[src/hdl/isect_macros.svh]
// --------------------------------------------------------------------------
// Q8.8 fixed point throughout. The math pipeline is written for a depth of 4
// --------------------------------------------------------------------------
`ifndef ISECT_MACROS_SVH
`define ISECT_MACROS_SVH

// Scalar format
`define ISECT_FIXW 16
`define ISECT_FRAC 8

// Minimum distance, in Q8.8 (4/256)
`define ISECT_EPS 4

// Transform and intersection stages
`define ISECT_MATH_LAT 4

// Output queues, power of two depth
`define ISECT_QDEPTH 16

// Credits granted by each downstream unit at reset
`define ISECT_CREDITS 4

// Bookkeeping field widths
`define ISECT_IDW 12
`define ISECT_RAYW 8

`endif

[src/hdl/isect_out_queue.sv]
// --------------------------------------------------------------------------
// Upstream reservations keep writes within depth. Releases may lag one cycle
// --------------------------------------------------------------------------
`timescale 1ns/10ps
`default_nettype none

`include "isect_macros.svh"

module isect_out_queue #(
  parameter int MSG_W = 32
) (
  input  logic             clk,
  input  logic             rst_n,
  input  logic             in_valid,
  input  logic             in_keep,
  input  logic [MSG_W-1:0] in_msg,
  output logic             slot_free,
  output logic             out_valid,
  output logic [MSG_W-1:0] out_msg,
  input  logic             credit_in
);

  localparam int AW = $clog2(`ISECT_QDEPTH);
  localparam int CW = AW + 1;
  localparam int KW = $clog2(`ISECT_CREDITS) + 1;

  logic [MSG_W-1:0] mem [`ISECT_QDEPTH];
  logic [AW-1:0]    wr_ptr, rd_ptr;
  logic [CW-1:0]    count;
  logic [KW-1:0]    credit;
  logic [CW-1:0]    free_pend;
  logic [1:0]       free_ev;
  logic             wr, pop;

  assign wr  = in_valid && in_keep;
  assign pop = (count != '0) && (credit != '0);

  // A dropped item and a pop can both release in one cycle, the extra one waits
  assign free_ev   = {1'b0, in_valid && !in_keep} + {1'b0, pop};
  assign slot_free = (free_pend != '0) || (free_ev != 2'd0);

  always_ff @(posedge clk) begin
    if (!rst_n) begin
      wr_ptr    <= '0;
      rd_ptr    <= '0;
      count     <= '0;
      credit    <= KW'(`ISECT_CREDITS);
      free_pend <= '0;
      out_valid <= 1'b0;
    end else begin
      // Pointers wrap on their own
      if (wr) begin
        wr_ptr <= wr_ptr + 1'b1;
      end
      if (pop) begin
        rd_ptr <= rd_ptr + 1'b1;
      end
      count     <= count + CW'(wr) - CW'(pop);
      credit    <= credit + KW'(credit_in) - KW'(pop);
      free_pend <= free_pend + CW'(free_ev) - CW'(slot_free);
      out_valid <= pop;
    end
  end

  always_ff @(posedge clk) begin
    if (wr) begin
      mem[wr_ptr] <= in_msg;
    end
    if (pop) begin
      out_msg <= mem[rd_ptr];
    end
  end

  a_no_write_full: assert property (@(posedge clk) disable iff (!rst_n)
    wr |-> (count < CW'(`ISECT_QDEPTH)));

  // Downstream returns no more than it was granted
  a_credit_max: assert property (@(posedge clk) disable iff (!rst_n)
    credit <= KW'(`ISECT_CREDITS));

endmodule

`default_nettype wire

[config.mk]
export PLATFORM = sky130hd
export DESIGN_NAME = isect_out_queue
export DESIGN_NICKNAME = d
export VERILOG_FILES = /design/src/hdl/isect_out_queue.sv
export VERILOG_INCLUDE_DIRS = /design/src /design/src/hdl
export SDC_FILE = /design/constraint.sdc
export NUM_CORES = 1
export LEC_CHECK = 0
export ABC_AREA = 1
export BUFFER_PORTS_ARGS = -buffer_cell sky130_fd_sc_hd__buf_2
export CAP_MARGIN = 40
export CORE_MARGIN = 2
export CORE_UTILIZATION = 55
export CTS_CLUSTER_SIZE = 30
export DETAILED_ROUTE_END_ITERATION = 8
export HOLD_SLACK_MARGIN = 0.02
export MAX_ROUTING_LAYER = met4
export PLACE_DENSITY = 0.73
export SLEW_MARGIN = 20
export SYNTH_ARGS = -nofsm -noshare
export SYNTH_HDL_FRONTEND = slang
export SYNTH_SLANG_ARGS = --single-unit
[constraint.sdc]
create_clock -name clk -period 4.1 [get_ports clk]
set_input_delay 0.41 -clock clk [delete_from_list [all_inputs] [get_ports clk]]
set_output_delay 0.41 -clock clk [all_outputs]
set_load 0.05 [all_outputs]
# Word-level counts from Yosys, hierarchy flattened
# Memories as Yosys holds them, arrays and structs flattened. A register that Yosys moved wholly into a read port is not among the register bits.
# Index checks and enable logic that the tools add are counted.
# op_classes
muxes	2
addsub	9
reduce_logical	9
# ops
cell	n
5-bit nonzero test	2
5-bit by 1-bit subtractor with 5-bit output	2
4-bit by 1-bit adder with 4-bit output (second input constant)	2
5-bit by 1-bit adder with 5-bit output	1
5-bit by 2-bit adder with 5-bit output	1
3-bit by 1-bit adder with 3-bit output	1
1-bit logical AND	3
3-bit nonzero test	1
3-bit by 1-bit subtractor with 3-bit output	1
1-bit by 1-bit adder with 2-bit output	1
1-bit 2-to-1 mux	2
2-bit nonzero test	1
1-bit logical NOT	1
1-bit logical OR	1
# word_totals
ramBits	512
out_inout_bits	34
regBits	22
n_memories	1
# mem_list
memory	depth	width	rd	rd_clocked_by_memory_dff	wr	line_no	source
mem	16	32	1	1	1	isect_out_queue.sv:27	logic [MSG_W-1:0] mem [`ISECT_QDEPTH];

# Logic depth before layout (Yosys ltp)
# depth
word_depth	6
depth_mapped	15

# Worst setup path after synthesis
# No wires, ideal clock.
# synth_timing
path_kind	reg-to-reg
startpoint	register count[2]
endpoint	register free_pend[4]
t_arrival_ps	3654
setup_slack_ps	331
setup_ps	115
synth_period_minus_slack_ps	3769
stages_incl_launch_ff	13
required_ps	3985
path_cell_list	dfxtp_1 -> inv_1 -> ha_1 -> nand2_1 -> nor2_1 -> nor2_1 -> ha_1 -> inv_1 -> ha_1 -> fa_1 -> nand3b_1 -> a21oi_1 -> nor2_1
# synth_via
elab_chain_cells	6
word_cells_on_any_way	7
classes_between	3 x add/sub; 4 x reduce/logical
# synth_rtl
item	line_no	source
start, declared	isect_out_queue.sv:29	logic [CW-1:0] count;
start signal, assigned	isect_out_queue.sv:58	count <= count + CW'(wr) - CW'(pop);
5-bit nonzero test (*)	isect_out_queue.sv:36	assign pop = (count != '0) && (credit != '0);
1-bit logical AND (*)	isect_out_queue.sv:36	
via pop	isect_out_queue.sv:33	logic wr, pop;
1-bit by 1-bit adder with 2-bit output (*)	isect_out_queue.sv:39	assign free_ev = {1'b0, in_valid && !in_keep} + {1'b0, pop};
parallel branches: the longest is 2 deep, another holds 5-bit by 2-bit adder with 5-bit output	n/a	
5-bit by 1-bit subtractor with 5-bit output (*)	isect_out_queue.sv:60	free_pend <= free_pend + CW'(free_ev) - CW'(slot_free);
end signal, assigned	isect_out_queue.sv:60	
end, declared	isect_out_queue.sv:31	logic [CW-1:0] free_pend;
# Mark *: on every way through the listed nets, which the timed path passes.
# A chain may end at the register's enable or synchronous reset.

# Worst setup path after layout
# layout_timing
startpoint	register count[3]
endpoint	register free_pend[4]
# Same word-level chain as after synthesis.

==> impl_results.html <==
<table>
<tr><th>Metric</th><th>Value</th></tr>
<tr><th colspan="2">Outcome</th></tr>
<tr><td>Run status</td><td>complete, no violations</td></tr>
<tr><th colspan="2">Routing</th></tr>
<tr><td>Total number of vias</td><td>15458</td></tr>
<tr><td>Average detailed-routed wire length per instance</td><td>18.6 µm</td></tr>
<tr><td>DRC violation count after routing</td><td>0</td></tr>
<tr><td>Routed Antenna Nets</td><td>0</td></tr>
<tr><td>Length of the first detailed-routing pass in iterations</td><td>8</td></tr>
<tr><td>1st-iter DRT viols</td><td>1463</td></tr>
<tr><td>Routed vias/inst</td><td>5.27</td></tr>
<tr><td>Total wire length</td><td>54500 µm</td></tr>
<tr><th colspan="2">Setup path</th></tr>
<tr><td>Reg2reg end</td><td>free_pend[4]</td></tr>
<tr><td>Crit Reg-Reg Startpoint</td><td>count[3]</td></tr>
<tr><td>Startpoint of the worst setup timing path</td><td>count[3]</td></tr>
<tr><td>Crit Path Class</td><td>flip-flop to flip-flop</td></tr>
<tr><td>Sort of element at the end of the critical path</td><td>flip-flop</td></tr>
<tr><td>CP Capture Point</td><td>free_pend[4]</td></tr>
<tr><td>WP data required</td><td>4.60 ns</td></tr>
<tr><td>Startpoint class of the critical path</td><td>flip-flop</td></tr>
<tr><td>Critical Path Fanout Max</td><td>17</td></tr>
<tr><td>Register-to-Register Setup Slack</td><td>1.28 ns</td></tr>
<tr><td>Worst-case reg-to-reg path depth</td><td>12</td></tr>
<tr><td>Worst EP arrival</td><td>3.32 ns</td></tr>
<tr><th colspan="2">Worst hold path</th></tr>
<tr><td>Path class of the lowest-slack min-delay path</td><td>primary input to flip-flop</td></tr>
<tr><th colspan="2">STA</th></tr>
<tr><td>Final count of pins violating max slew</td><td>0</td></tr>
<tr><td>Part of the cycle the worst path needs</td><td>68.8%</td></tr>
<tr><td>Post-route clock skew</td><td>0.0235 ns</td></tr>
<tr><td>Max frequency</td><td>354 MHz</td></tr>
<tr><td>Sum of negative setup slack</td><td>0 ns</td></tr>
<tr><td>Smallest setup slack after layout</td><td>1.28 ns</td></tr>
<tr><td>Max-Slew Margin vs Limit</td><td>45.4%</td></tr>
<tr><td>Setup repair after global routing missed its margin</td><td>no</td></tr>
<tr><td>Final Hold Violating Endpoints</td><td>0</td></tr>
<tr><td>Final-report setup violation count</td><td>0</td></tr>
<tr><td>Post-Route Hold Slack</td><td>0.117 ns</td></tr>
<tr><td>Minimum clock period</td><td>2.82 ns</td></tr>
<tr><td>Worst Max-Slew Pin Slew</td><td>0.816 ns</td></tr>
<tr><th colspan="2">Clock tree</th></tr>
<tr><td>Cells resized by post-CTS repair</td><td>0</td></tr>
<tr><td>CTS hold repair buffers</td><td>0</td></tr>
<tr><td>Maximum number of buffers from clock root to sink</td><td>3</td></tr>
<tr><td>Cell chosen for the clock root</td><td>sky130_fd_sc_hd__clkbuf_16</td></tr>
<tr><td>Clock insertion delay at the later pin of the skew report</td><td>0.63 ns</td></tr>
<tr><td>Clock-pin slew of the registers on the worst-case setup and hold paths</td><td>0.06 ns</td></tr>
<tr><td>Post-CTS Setup Repair Bufs</td><td>0</td></tr>
<tr><td>Clock tree from TritonCTS</td><td>built</td></tr>
<tr><td>H-tree Lvls</td><td>2</td></tr>
<tr><td>TritonCTS Buffers</td><td>57</td></tr>
<tr><td>Number of sinks handled by clock tree synthesis</td><td>566</td></tr>
<tr><th colspan="2">Placed design</th></tr>
<tr><td>Final weighted congestion of routability-driven global placement</td><td>0.795</td></tr>
<tr><td>Number of instances in the placed design</td><td>2822</td></tr>
<tr><td>Final HPWL DP</td><td>30800 µm</td></tr>
<tr><td>Port bufs</td><td>70</td></tr>
<tr><td>DP Worst Slack</td><td>1.29 ns</td></tr>
<tr><th colspan="2">Final layout</th></tr>
<tr><td>Proportion of layout cells with a drive suffix above 1</td><td>9.64%</td></tr>
<tr><td>Utilization after layout</td><td>62.6%</td></tr>
<tr><td>Finished Layout Cells</td><td>2931</td></tr>
<tr><td>Most frequent cells in the layout</td><td>839 x sky130_fd_sc_hd__nand2_1, 544 x sky130_fd_sc_hd__edfxtp_1, 233 x sky130_fd_sc_hd__inv_1</td></tr>
<tr><td>Leading cell type in the layout, fill and taps excluded</td><td>sky130_fd_sc_hd__nand2_1</td></tr>
<tr><td>Count of fill cells added during filler insertion</td><td>3260</td></tr>
<tr><td>Area Overhead vs Synth</td><td>13.0%</td></tr>
<tr><td>Count of nets after finishing</td><td>2361</td></tr>
<tr><th colspan="2">Floorplanning</th></tr>
<tr><td>Placement row count</td><td>76</td></tr>
<tr><td>Vertical die dimension</td><td>212 µm</td></tr>
<tr><td>CORE AREA</td><td>0.0429 mm²</td></tr>
<tr><td>Die width</td><td>212 µm</td></tr>
<tr><td>Number of ports placed on the die boundary</td><td>71</td></tr>
<tr><td>Total Die Area</td><td>0.0449 mm²</td></tr>
<tr><td>Starting density of the core</td><td>55.4%</td></tr>
<tr><th colspan="2">Logic synthesis</th></tr>
<tr><td>Portion of the post-synthesis area used by sequential elements</td><td>70.5%</td></tr>
<tr><td>Per-instance average area after synthesis</td><td>10.7 µm²</td></tr>
<tr><td>Count of mapped cells out of synthesis</td><td>2226</td></tr>
<tr><td>Flip-flop and latch count after synthesis</td><td>566</td></tr>
<tr><td>Synth unique cells</td><td>23</td></tr>
<tr><td>Number of warnings printed during yosys synthesis</td><td>0</td></tr>
<tr><td>Mapped Area</td><td>0.0238 mm²</td></tr>
<tr><td>Post-Synthesis Net Count</td><td>2288</td></tr>
<tr><th colspan="2">Global routing</th></tr>
<tr><td>Largest net degree at the start of global routing</td><td>156</td></tr>
<tr><td>Via count of the first global-routing pass</td><td>15350</td></tr>
<tr><td>Initial antenna violation count</td><td>1</td></tr>
<tr><td>Remaining global-route overflow</td><td>0</td></tr>
<tr><td>Global-route wire length before repair</td><td>84900 µm</td></tr>
<tr><td>Total track usage</td><td>25.9%</td></tr>
<tr><th colspan="2">Power</th></tr>
<tr><td>PwrDens</td><td>625 mW/mm²</td></tr>
<tr><td>IR drop worst, VDD</td><td>512 µV</td></tr>
<tr><td>Leakage Power</td><td>11.0 nW</td></tr>
<tr><th colspan="2">Flow run</th></tr>
<tr><td>Max-capacitance violation count</td><td>0</td></tr>
</table>
==> how the worst min path moves through the flow <==
stage / endpoint / startpoint / cells after the start / slack, ns
detailed placement: rd_ptr[2] / rd_ptr[2] / 2 / 0.52
floorplan: wr_ptr[2] / wr_ptr[2] / 2 / 0.49
finish: credit[0] / credit_in / 4 / 0.12
CTS: credit[0] / credit_in / 4 / 0.09
global placement: rd_ptr[2] / rd_ptr[2] / 2 / 0.51
global route: credit[0] / credit_in / 4 / 0.13
==> power by group <==
part           internal, mW  leakage (nW)  switching (mW)
Clock                  3.07         0.938            2.17
Combinational          1.23          4.91            3.33
Sequential             6.76          5.12           0.234
==> cells by family (layout without fill, tap and decap cells) <==
group,after synthesis,count (layout),synth area share (%)
AO/OA/AOI/OAI,16,16,0.342
other,0,1,0
buffers and inverters,336,455,6.23
XOR/XNOR,3,3,0.111
flip-flops,566,566,70.5
AND/OR/NAND/NOR,1280,1280,21.4
adder cells (fa/ha/maj),25,25,1.41
==> stage by stage <==
step	power (mW)	cell area (µm²)
2_1_floorplan	10.5	23800
3_3_place_gp	11.6	24700
3_5_place_dp	11.7	24900
4_1_cts	16.9	26800
5_1_grt	17.7	26900
6_report	16.8	26900
==> registers in the layout (all words and copies together) (netlist names) <==
register / count
free_pend: 5
rd_ptr: 4
credit: 3
mem: 512
wr_ptr: 4
count: 5
out_valid: 1
out_msg: 32
==> layer usage <==
layer	global-route usage [%]	vias up	routed length [µm]
met5	-	-	0
met4	8.57	0	1500
met3	3.98	103	4120
met2	43.1	628	27300
met1	32.8	7374	21700
li1	-	7353	-
==> area by class of cell <==
| class | count | area [µm²] | share of cell area, % |
|---|---|---|---|
| clock buffer | 69 | 1510 | 5.63 |
| sequential | 566 | 16800 | 62.5 |
| multi-input combinational | 1324 | 5650 | 21.0 |
| tap | 585 | 732 | 2.72 |
| inverter | 237 | 896 | 3.34 |
| antenna | 1 | 2.50 | 0.00932 |
| timing repair buffer | 113 | 901 | 3.35 |
| clock inverter | 36 | 387 | 1.44 |
==> critical path, stage by stage, from the launching register on <==
cell and delay [ns]:
sky130_fd_sc_hd__dfxtp_1 0.35, sky130_fd_sc_hd__inv_1 0.07, sky130_fd_sc_hd__ha_1 0.19, sky130_fd_sc_hd__nand2_1 0.07, sky130_fd_sc_hd__nor2_1 0.06, sky130_fd_sc_hd__nor2_4 0.50, sky130_fd_sc_hd__ha_1 0.27, sky130_fd_sc_hd__inv_1 0.05
sky130_fd_sc_hd__ha_1 0.31, sky130_fd_sc_hd__fa_1 0.43, sky130_fd_sc_hd__nand3b_1 0.20, sky130_fd_sc_hd__a21oi_1 0.16, sky130_fd_sc_hd__nor2_1 0.06
==> cell usage after synthesis <==
library cell               instances  area [µm²]
sky130_fd_sc_hd__a21oi_1          11        55.1
sky130_fd_sc_hd__a31oi_1           1        6.26
sky130_fd_sc_hd__buf_1             5        18.8
sky130_fd_sc_hd__buf_2            54         270
sky130_fd_sc_hd__buf_4            22         165
sky130_fd_sc_hd__buf_6             9         101
sky130_fd_sc_hd__clkbuf_1          9        33.8
sky130_fd_sc_hd__dfxtp_1          22         440
sky130_fd_sc_hd__edfxtp_1        544       16300
sky130_fd_sc_hd__fa_1              3        60.1
sky130_fd_sc_hd__ha_1             22         275
sky130_fd_sc_hd__inv_1           233         875
sky130_fd_sc_hd__inv_2             3        11.3
sky130_fd_sc_hd__inv_4             1        6.26
sky130_fd_sc_hd__nand2_1         839        3150
sky130_fd_sc_hd__nand3_1         206        1030
sky130_fd_sc_hd__nand3b_1          1        7.51
sky130_fd_sc_hd__nor2_1          230         863
sky130_fd_sc_hd__nor2_4            1        11.3
sky130_fd_sc_hd__nor3_1            2        10.0
sky130_fd_sc_hd__o21ai_0           4        20.0
sky130_fd_sc_hd__or2_2             1        6.26
sky130_fd_sc_hd__xor2_1            3        26.3
Power figures use the tool's default switching activity.
