<file path="config.mk">
export PLATFORM = sky130hd
export DESIGN_NAME = isect_issue
export DESIGN_NICKNAME = d
export VERILOG_FILES = /design/src/hdl/isect_geom_pkg.sv /design/src/hdl/isect_flow_pkg.sv /design/src/hdl/isect_issue.sv
export VERILOG_INCLUDE_DIRS = /design/src /design/src/hdl
export SDC_FILE = /design/constraint.sdc
export NUM_CORES = 1
export LEC_CHECK = 0
export BUFFER_PORTS_ARGS = -buffer_cell sky130_fd_sc_hd__buf_4
export CAP_MARGIN = 20
export CORE_AREA = 2 2 257 259
export CTS_BUF_LIST = sky130_fd_sc_hd__clkbuf_4
export CTS_CLUSTER_SIZE = 30
export DETAILED_ROUTE_END_ITERATION = 16
export DIE_AREA = 0 0 259 261
export SETUP_SLACK_MARGIN = 0.3
export SLEW_MARGIN = 15
export SYNTH_ARGS = -nofsm -noshare
export SYNTH_HDL_FRONTEND = slang
export SYNTH_SLANG_ARGS = --single-unit
</file>
<file path="constraint.sdc">
create_clock -name clk -period 8.8 [get_ports clk]
set_input_delay 2.2 -clock clk [delete_from_list [all_inputs] [get_ports clk]]
set_output_delay 2.2 -clock clk [all_outputs]
set_load 0.02 [all_outputs]
</file>
<file path="src/hdl/isect_macros.svh">
// --------------------------------------------------------------------------
// Q8.8 fixed point throughout. The math pipeline is written for a depth of 4
// --------------------------------------------------------------------------
`ifndef ISECT_MACROS_SVH
`define ISECT_MACROS_SVH

// Scalar format
`define ISECT_FIXW 16
`define ISECT_FRAC 8

// Minimum distance, in Q8.8 (4/256)
`define ISECT_EPS 4

// Transform and intersection stages
`define ISECT_MATH_LAT 4

// Output queues, power of two depth
`define ISECT_QDEPTH 16

// Credits granted by each downstream unit at reset
`define ISECT_CREDITS 4

// Bookkeeping field widths
`define ISECT_IDW 12
`define ISECT_RAYW 8

`endif

</file>
<file path="src/hdl/isect_geom_pkg.sv">
// --------------------------------------------------------------------------
// Products and their sums are kept in 40 bits so no partial result wraps
// --------------------------------------------------------------------------
`default_nettype none

`include "isect_macros.svh"

package isect_geom_pkg;

  // Signed Q8.8
  typedef logic signed [`ISECT_FIXW-1:0] fix_t;

  localparam int WIDE_W = 40;

  // Accumulator for products of two fix_t values
  typedef logic signed [WIDE_W-1:0] wide_t;

  typedef struct packed {
    fix_t x;
    fix_t y;
    fix_t z;
  } vec3_t;

  // One row of the world to unit-triangle transform
  typedef struct packed {
    fix_t m0;
    fix_t m1;
    fix_t m2;
    fix_t translate;
  } xform_row_t;

  typedef struct packed {
    xform_row_t r0;
    xform_row_t r1;
    xform_row_t r2;
  } tri_xform_t;

  typedef struct packed {
    vec3_t origin;
    vec3_t dir;
  } ray_t;

endpackage

`default_nettype wire

</file>
<file path="src/hdl/isect_flow_pkg.sv">
// --------------------------------------------------------------------------
// Leaf counters are 8 bits, so a leaf holds at most 255 triangles
// --------------------------------------------------------------------------
`default_nettype none

`include "isect_macros.svh"

package isect_flow_pkg;

  import isect_geom_pkg::*;

  typedef logic [`ISECT_RAYW-1:0] ray_info_t;
  typedef logic [`ISECT_IDW-1:0]  tri_id_t;

  typedef struct packed {
    logic [7:0] lnum_left;
    logic [7:0] lindex;
  } leaf_cnt_t;

  // From the triangle cache, counters as read from the leaf
  typedef struct packed {
    ray_info_t  ray_info;
    tri_id_t    tri_id;
    leaf_cnt_t  leaf_cnt;
    tri_xform_t tri_xform;
    ray_t       ray;
  } icache_to_isect_t;

  // Same item after the leaf counters have been stepped
  typedef struct packed {
    ray_info_t  ray_info;
    tri_id_t    tri_id;
    leaf_cnt_t  leaf_cnt;
    tri_xform_t tri_xform;
    ray_t       ray;
  } isect_job_t;

  // Distance is t_num / t_den, barycentrics share the denominator
  typedef struct packed {
    ray_info_t ray_info;
    tri_id_t   tri_id;
    logic      hit;
    logic      is_last;
    fix_t      t_num;
    fix_t      t_den;
    wide_t     u_num;
    wide_t     v_num;
  } list_msg_t;

  // Fetch request for the next triangle of the leaf
  typedef struct packed {
    ray_info_t ray_info;
    leaf_cnt_t leaf_cnt;
  } leaf_msg_t;

endpackage

`default_nettype wire

</file>
<file path="src/hdl/isect_issue.sv">
// --------------------------------------------------------------------------
// Accepts an item only with a slot reserved in both output queues
// --------------------------------------------------------------------------
`timescale 1ns/10ps
`default_nettype none

`include "isect_macros.svh"

module isect_issue
  import isect_flow_pkg::*;
(
  input  logic             clk,
  input  logic             rst_n,
  input  logic             in_valid,
  input  icache_to_isect_t in_data,
  output logic             in_ready,
  input  logic             list_slot_free,
  input  logic             leaf_slot_free,
  output logic             job_valid,
  output isect_job_t       job_data
);

  localparam int CW = $clog2(`ISECT_QDEPTH) + 1;

  logic [CW-1:0] list_resv;
  logic [CW-1:0] leaf_resv;
  logic          accept;

  assign in_ready = (list_resv < CW'(`ISECT_QDEPTH)) && (leaf_resv < CW'(`ISECT_QDEPTH));
  assign accept   = in_valid && in_ready;

  // Each accepted item reserves a slot in both queues until that queue releases it
  always_ff @(posedge clk) begin
    if (!rst_n) begin
      list_resv <= '0;
      leaf_resv <= '0;
      job_valid <= 1'b0;
    end else begin
      list_resv <= list_resv + CW'(accept) - CW'(list_slot_free);
      leaf_resv <= leaf_resv + CW'(accept) - CW'(leaf_slot_free);
      job_valid <= accept;
    end
  end

  // Step the leaf counters on the way in
  always_ff @(posedge clk) begin
    if (accept) begin
      job_data.ray_info           <= in_data.ray_info;
      job_data.tri_id             <= in_data.tri_id;
      job_data.leaf_cnt.lnum_left <= in_data.leaf_cnt.lnum_left - 8'd1;
      job_data.leaf_cnt.lindex    <= in_data.leaf_cnt.lindex + 8'd1;
      job_data.tri_xform          <= in_data.tri_xform;
      job_data.ray                <= in_data.ray;
    end
  end

  // A queue may only release what was reserved
  a_resv_no_underflow: assert property (@(posedge clk) disable iff (!rst_n)
    !((list_resv == '0) && list_slot_free) && !((leaf_resv == '0) && leaf_slot_free));

endmodule

`default_nettype wire

</file>
# Word-level counts from Yosys, hierarchy flattened
# Cells that the tools add are included.
# op_classes
addsub	6
mul	0
div_mod_pow	0
n_lt_le_gt_ge	2
eq_ne	0
n_shift	0
mux	0
n_bitwise	0
reduce_logical	2
# ops
cell	count
adder 5 x 1 -> 5 bit	2
< comparator 5 bit (second input constant)	2
subtractor 5 x 1 -> 5 bit	2
adder 8 x 1 -> 8 bit (second input constant)	1
subtractor 8 x 1 -> 8 bit (second input constant)	1
logical AND 1 bit	2
# word_totals
ff_bits	335
latch_bits	0
mem_bits_rw	0
rom_bits	0
input_bits	329
elab_cells	35
memories	0

# Longest topological paths before layout
# Gate-level depths: netlist of the first run.
# depth
word_depth	5
ltp_mapped	10

# Worst setup path after synthesis of the first run
# Ideal clock, no wire load.
# synth_path
kind	input port to flip-flop
startpoint	input port in_valid
endpoint	register job_data[0] (netlist bit) (enable)
arrival_time_ps	8528
required_ps	8128
setup_slack_ps	-399
path_stages	2
path_buffers	0
path_cell_list	nand2_1 inv_1
# synth_between
elab_chain_cells	1
# synth_lines
element	line_no	rtl
start: declaration	isect_issue.sv:14	input logic in_valid,
logical AND 1 bit	isect_issue.sv:30	assign accept = in_valid && in_ready;
via accept	isect_issue.sv:27	logic accept;
end: declaration	isect_issue.sv:20	output isect_job_t job_data
# The timed path passes the listed nets, and every way through them passes these cells.
# A chain may end at the register's enable or synchronous reset.

# Final worst setup path of the first run
# layout_path
startpoint	register job_data[92] (netlist bit)
endpoint	output port job_data[92] (netlist bit)
# No word-level cell between the ends.

==> impl_metrics.json, run 1 <==
{
  "syn_nets": 775,
  "clk_latency_ps": 800,
  "post_cts_buffers": 0,
  "setup_viol": 0,
  "final_cell_mix": "654 x buf_4, 324 x edfxtp_1, 123 x clkbuf_4",
  "slew_headroom_pct": 24.5,
  "syn_avg_cell_area_sq_um": 24.6,
  "grt_pass1_wl_mm": 46.4,
  "cts_buffer_depth": 3,
  "cp_top_family": "flip-flops",
  "ir_drop_v": 0.000160,
  "grt_overflow": 0,
  "critical_path.cell_chain": "buf_4",
  "cp_slowest_stage_delay_ps": 460,
  "cts_resized": 0,
  "postCtsHoldBufs": 0,
  "via_per_inst": 3.37,
  "drv_slew": 0,
  "syn_area_sq_um": 10600,
  "h-tree-depth": 3,
  "mostFrequentLayoutCell": "buf_4",
  "ys_ff_latch": 335,
  "drt_pass1_iterations": 4,
  "synth_top_area_share_pct": 91.6,
  "die_w_um": 259,
  "grt_util_all_layers_pct": 9.36,
  "worstSetupPathType": "reg -> out",
  "p_per_area_nw_per_um2": 277,
  "drtAntennaViolNets": 0,
  "hold-path-cell-count": 2,
  "rsz0062_at_grt": "false",
  "route.vias.total": 7135,
  "cp.arrival_ps": 1460,
  "drc": 0,
  "r2r_slack_ps": 6350,
  "worst-path-max-fanout": 1,
  "leakage_nw": 7.36,
  "tritoncts": "built",
  "fmax_ghz": 0.273,
  "finalSetupTns_ps": 0,
  "io_pins": 655,
  "finalCritPeriodShare_pct": 41.6,
  "synth_area_leader_cell": "edfxtp_1",
  "cts_buffers": 91,
  "clock_tree.root_cell": "clkbuf_4",
  "r2r_end": "leaf_resv[4]$_SDFF_PN0_",
  "rows": 94,
  "min_period_ps": 3660,
  "status": "complete, no violations",
  "required_ps": 6600,
  "fin_nets": 1524,
  "gp_congestion": 0.811,
  "ys_warn_count": 0,
  "worst_path_max_delay_cell": "edfxtp_1",
  "multi_input_area_sq_um": 606,
  "skew_ps": 36.7,
  "dpl.cell_count": 1952,
  "hp-start": "leaf_resv[0]$_SDFF_PN0_",
  "grt_max_degree": 165,
  "synth.distinct_cells": 24,
  "worst-path-buf-inv": 1,
  "maxCapViolCount": 0,
  "clk_pin_slew_ps": 70,
  "fill_cells": 6650,
  "dp_hpwl_mm": 26.2,
  "hold_end": "leaf_resv[0]$_SDFF_PN0_",
  "drt-initial-drc-count": 334,
  "final_cells": 2117,
  "hold_viol_final": 0,
  "core_area_sq_um": 65000,
  "drive_above_1_share_pct": 63.9,
  "startpoint_type": "flip-flop",
  "wl_per_cell_um": 16.2,
  "end_kind": "output port",
  "grt_pass1_vias": 7528,
  "dieHeight_um": 261,
  "r2r-start": "leaf_resv[4]$_SDFF_PN0_",
  "antenna_found_initial": 5,
  "portBuffers": 654,
  "seq_area_frac_synth_pct": 93.6,
  "syn-instance-count": 432,
  "worst_pin_slew_ps": 1130,
  "synth_area_leaders": "edfxtp_1 92%, dfxtp_1 2.1%, ha_1 1.4%, xor2_1 0.74%, inv_1 0.67%",
  "seqCellArea_sq_um": 9950,
  "routed_wirelength_mm": 34.2,
  "holdCritPathClass": "reg -> reg",
  "cts.sinks": 335,
  "area_growth_pct": 68.2,
  "rr_worst_depth": 10,
  "die_area_sq_um": 67600,
  "start_util_pct": 16.3
}
state kept, by name, indices dropped and copies added (netlist names):
signal,count
job_data,324
job_valid,1
leaf_resv,5
list_resv,5
metal layers:
layer / global-route usage, % / routed length [um] / vias to the layer above
met5: 0 / 27 / -
met2: 15.6 / 17100 / 440
met1: 9.46 / 11600 / 3371
met3: 4.84 / 4480 / 76
met4: 5.23 / 1040 / 4
li1: - / - / 3244
cell type report:
cell class | instances | area share, %
antenna | 2 | 0.0280
clock buffer | 123 | 5.17
timing repair buffer | 656 | 27.7
tap | 864 | 6.05
clock inverter | 40 | 1.58
multi-input combinational | 78 | 3.39
inverter | 19 | 0.420
sequential | 335 | 55.7
worst max path at each step:
stage / start / endpoint / cells after the start
floorplan: in_valid / job_data[0]$_DFFE_PP_ / 2
global placement: in_valid / leaf_resv[4]$_SDFF_PN0_ / 10
detailed placement: in_valid / list_resv[4]$_SDFF_PN0_ / 10
CTS: job_data[208]$_DFFE_PP_ / job_data[208] / 1
global route: leaf_resv[4]$_SDFF_PN0_ / in_ready / 2
finish: job_data[92]$_DFFE_PP_ / job_data[92] / 1
metrics by stage:
step	util, %	power (mW)	hold WS [ps]	cell area (sq um)	worst slack, ps
finish	27.5	4.95	562	17900	5140
global route	27.5	5.21	586	17900	4990
CTS	27.5	5.06	570	17900	4960
detailed placement	25.6	3.57	555	16700	4600
global placement	25.6	3.55	545	16700	4650
floorplan	-	2.96	535	10600	1200
kinds of logic (layout without fill, tap and decap cells):
kind of cell | count (synthesis) | count (layout) | synth area share [%]
buffers and inverters | 19 | 838 | 0.671
XOR/XNOR | 15 | 15 | 1.24
AND/OR/NAND/NOR | 36 | 36 | 1.78
flip-flops | 335 | 335 | 93.6
adder cells (fa/ha/maj) | 14 | 14 | 1.79
AO/OA/AOI/OAI | 11 | 11 | 0.706
other | 0 | 2 | 0
multiplexers | 2 | 2 | 0.188
power by group:
part / internal [mW] / switching (mW)
sequential: 2.17 / 0.106
combinational: 0.490 / 0.755
clock: 0.773 / 0.659
cells in the mapped netlist:
cell,instances
fa_1,2
o21bai_1,2
xor2_1,9
nand2_1,8
nor3_1,1
a21oi_1,4
a2111oi_0,2
xnor2_1,6
or4_4,1
and2_1,2
and3_1,1
inv_1,19
ha_1,12
o31ai_1,1
or3_1,1
or4_1,1
mux2i_1,2
nand2b_1,4
edfxtp_1,324
a21o_1,2
nand3_1,3
dfxtp_1,11
nor2_1,13
nor4_4,1
No activity file was read; power rests on OpenSTA's default activity.
==> run 2, diff against run 1 <==
- CORE_AREA: 2 2 257 259 -> 2 2 253 255
- DIE_AREA: 0 0 259 261 -> 0 0 255 257
- clock period: 8.8 -> 3.64 ns (I/O delays scaled with it)
==> run 2 against run 1 <==
First-iteration DRC count fell by 5.4%. Count of clock-buffer cells in the layout rose by 3. Via count rose by 0.41%. Sequential power rose by 140%. Flip-flop and latch count did not move.
==> impl_metrics.json, run 2 (same netlist as run 1, synthesis figures left out) <==
{
  "status": "complete, no violations",
  "fin_nets": 1532,
  "leakage_nw": 7.39,
  "hold_viol_final": 0,
  "p_sw_mw": 3.72,
  "largest_register": "job_data",
  "rsz0062_at_grt": "false",
  "worst_pin_slew_ps": 597,
  "drt_pass1_iterations": 4,
  "worst-path-max-fanout": 2,
  "largest_reg_flops": 324,
  "top_regs": "job_data (324), leaf_resv (5), list_resv (5)",
  "wl_per_cell_um": 17.4,
  "startpoint_type": "flip-flop",
  "drtAntennaViolNets": 0,
  "core_area_sq_um": 62700,
  "antenna_found_initial": 6,
  "start_util_pct": 16.9,
  "worstSetupPathType": "reg -> out",
  "die_w_um": 255,
  "tritoncts": "built",
  "cell_internal_pwr_mw": 8.22,
  "slew_headroom_pct": 60.2,
  "postCtsHoldBufs": 0,
  "grt_overflow": 0,
  "swShare_pct": 31.2,
  "drc": 0,
  "gp_congestion": 0.839,
  "drt-initial-drc-count": 316,
  "area_growth_pct": 68.4,
  "multi_input_area_sq_um": 622,
  "fmax_ghz": 0.390,
  "post_cts_buffers": 0,
  "clk_pin_slew_ps": 70,
  "drv_slew": 0,
  "total_power_mw": 11.9,
  "clock_tree.root_cell": "clkbuf_4",
  "cp_top_family": "simple AND/OR/NAND/NOR gates",
  "final_cells": 2097,
  "p_comb_share_pct": 26.1,
  "portBuffers": 654,
  "whs_ps": 252,
  "seqPwrFrac_pct": 45.9,
  "end_kind": "output port",
  "fill_cells": 6366,
  "route.vias.total": 7164,
  "via_per_inst": 3.42,
  "h-tree-depth": 3,
  "cts.sinks": 335,
  "rows": 92,
  "required_ps": 2730,
  "dpl.cell_count": 1942,
  "routed_wirelength_mm": 36.4,
  "setup_viol": 0,
  "finalCritPeriodShare_pct": 70.4,
  "dieHeight_um": 257,
  "p_per_area_nw_per_um2": 667,
  "drive_above_1_share_pct": 64.9,
  "holdCritPathClass": "in -> reg",
  "grt_pass1_wl_mm": 48.4,
  "worst-path-buf-inv": 1,
  "die_area_sq_um": 65500,
  "dp_hpwl_mm": 28.6,
  "cp_slowest_stage_delay_ps": 350,
  "grt_max_degree": 101,
  "final_cell_mix": "659 x buf_4, 324 x edfxtp_1, 126 x clkbuf_4",
  "io_pins": 655,
  "min_period_ps": 2560,
  "grt_util_all_layers_pct": 10.3,
  "grt_pass1_vias": 7511,
  "critical_path.cell_chain": "nor2_1 > buf_4",
  "clk_latency_ps": 830,
  "skew_ps": 78.8,
  "seqCellArea_sq_um": 9950,
  "maxCapViolCount": 0,
  "cts_buffer_depth": 3,
  "cts_buffers": 91,
  "pwr-share-clk_pct": 28.0,
  "ir_drop_v": 0.000297,
  "cts_resized": 0,
  "worst_path_max_delay_cell": "nor2_1",
  "mostFrequentLayoutCell": "buf_4",
  "cp.arrival_ps": 1650
}
[run 2: layout make-up]
| type | count | share of cell area (%) |
|---|---|---|
| timing repair buffer | 664 | 28.2 |
| multi-input combinational | 78 | 3.47 |
| tap | 846 | 5.91 |
| clock buffer | 126 | 5.29 |
| inverter | 19 | 0.419 |
| sequential | 335 | 55.6 |
| antenna | 2 | 0.0280 |
| clock inverter | 27 | 1.08 |
[run 2: worst register-to-register path: stages (launching register included)]
cell,delay [ps]
dfxtp_1,320
nor2_1,350
nand2_8,100
ha_1,280
inv_1,60
ha_1,160
inv_1,50
fa_1,390
nand2b_1,180
a2111oi_0,350
o21bai_1,160
[run 2: final timing paths]
path | slack (ps) | start | to | cells past startpoint
worst max-delay path | 1080 | leaf_resv[4]$_SDFF_PN0_ | in_ready | 2
worst max register to register | 1170 | leaf_resv[4]$_SDFF_PN0_ | list_resv[4]$_SDFF_PN0_ | 10
worst min-delay path | 250 | in_data[310] | job_data[310]$_DFFE_PP_ | 1
worst min register to register | 560 | list_resv[0]$_SDFF_PN0_ | list_resv[0]$_SDFF_PN0_ | 2
[run 2: power by group through the flow]
stage / Combinational (mW) / Clock, mW / Sequential (mW)
2_1_floorplan: 0.606 / 0 / 6.56
3_3_place_gp: 3.14 / 0 / 5.54
3_5_place_dp: 3.18 / 0 / 5.56
4_1_cts: 3.18 / 3.54 / 5.49
5_1_grt: 3.32 / 3.73 / 5.55
6_report: 3.12 / 3.35 / 5.48
[run 2: per-layer routing]
metal  track usage (%)  vias to the layer above  routed length [um]
met5                 0                        -                  67
met4              6.25                       10                1420
li1                  -                     3255                   -
met3              5.05                       85                4500
met1              9.86                     3368               12200
met2              17.7                      446               18200
[run 2: through the flow]
step / instance area, sq um / utilization [%] / setup slack (ps) / TNS (ps)
after floorplan: 10600 / - / -2560 / -830200
after global placement: 16800 / 26.7 / 877 / 0
after detailed placement: 16800 / 26.7 / 812 / 0
after CTS: 17900 / 28.5 / 904 / 0
after global routing: 17900 / 28.5 / 905 / 0
final: 17900 / 28.5 / 1080 / 0
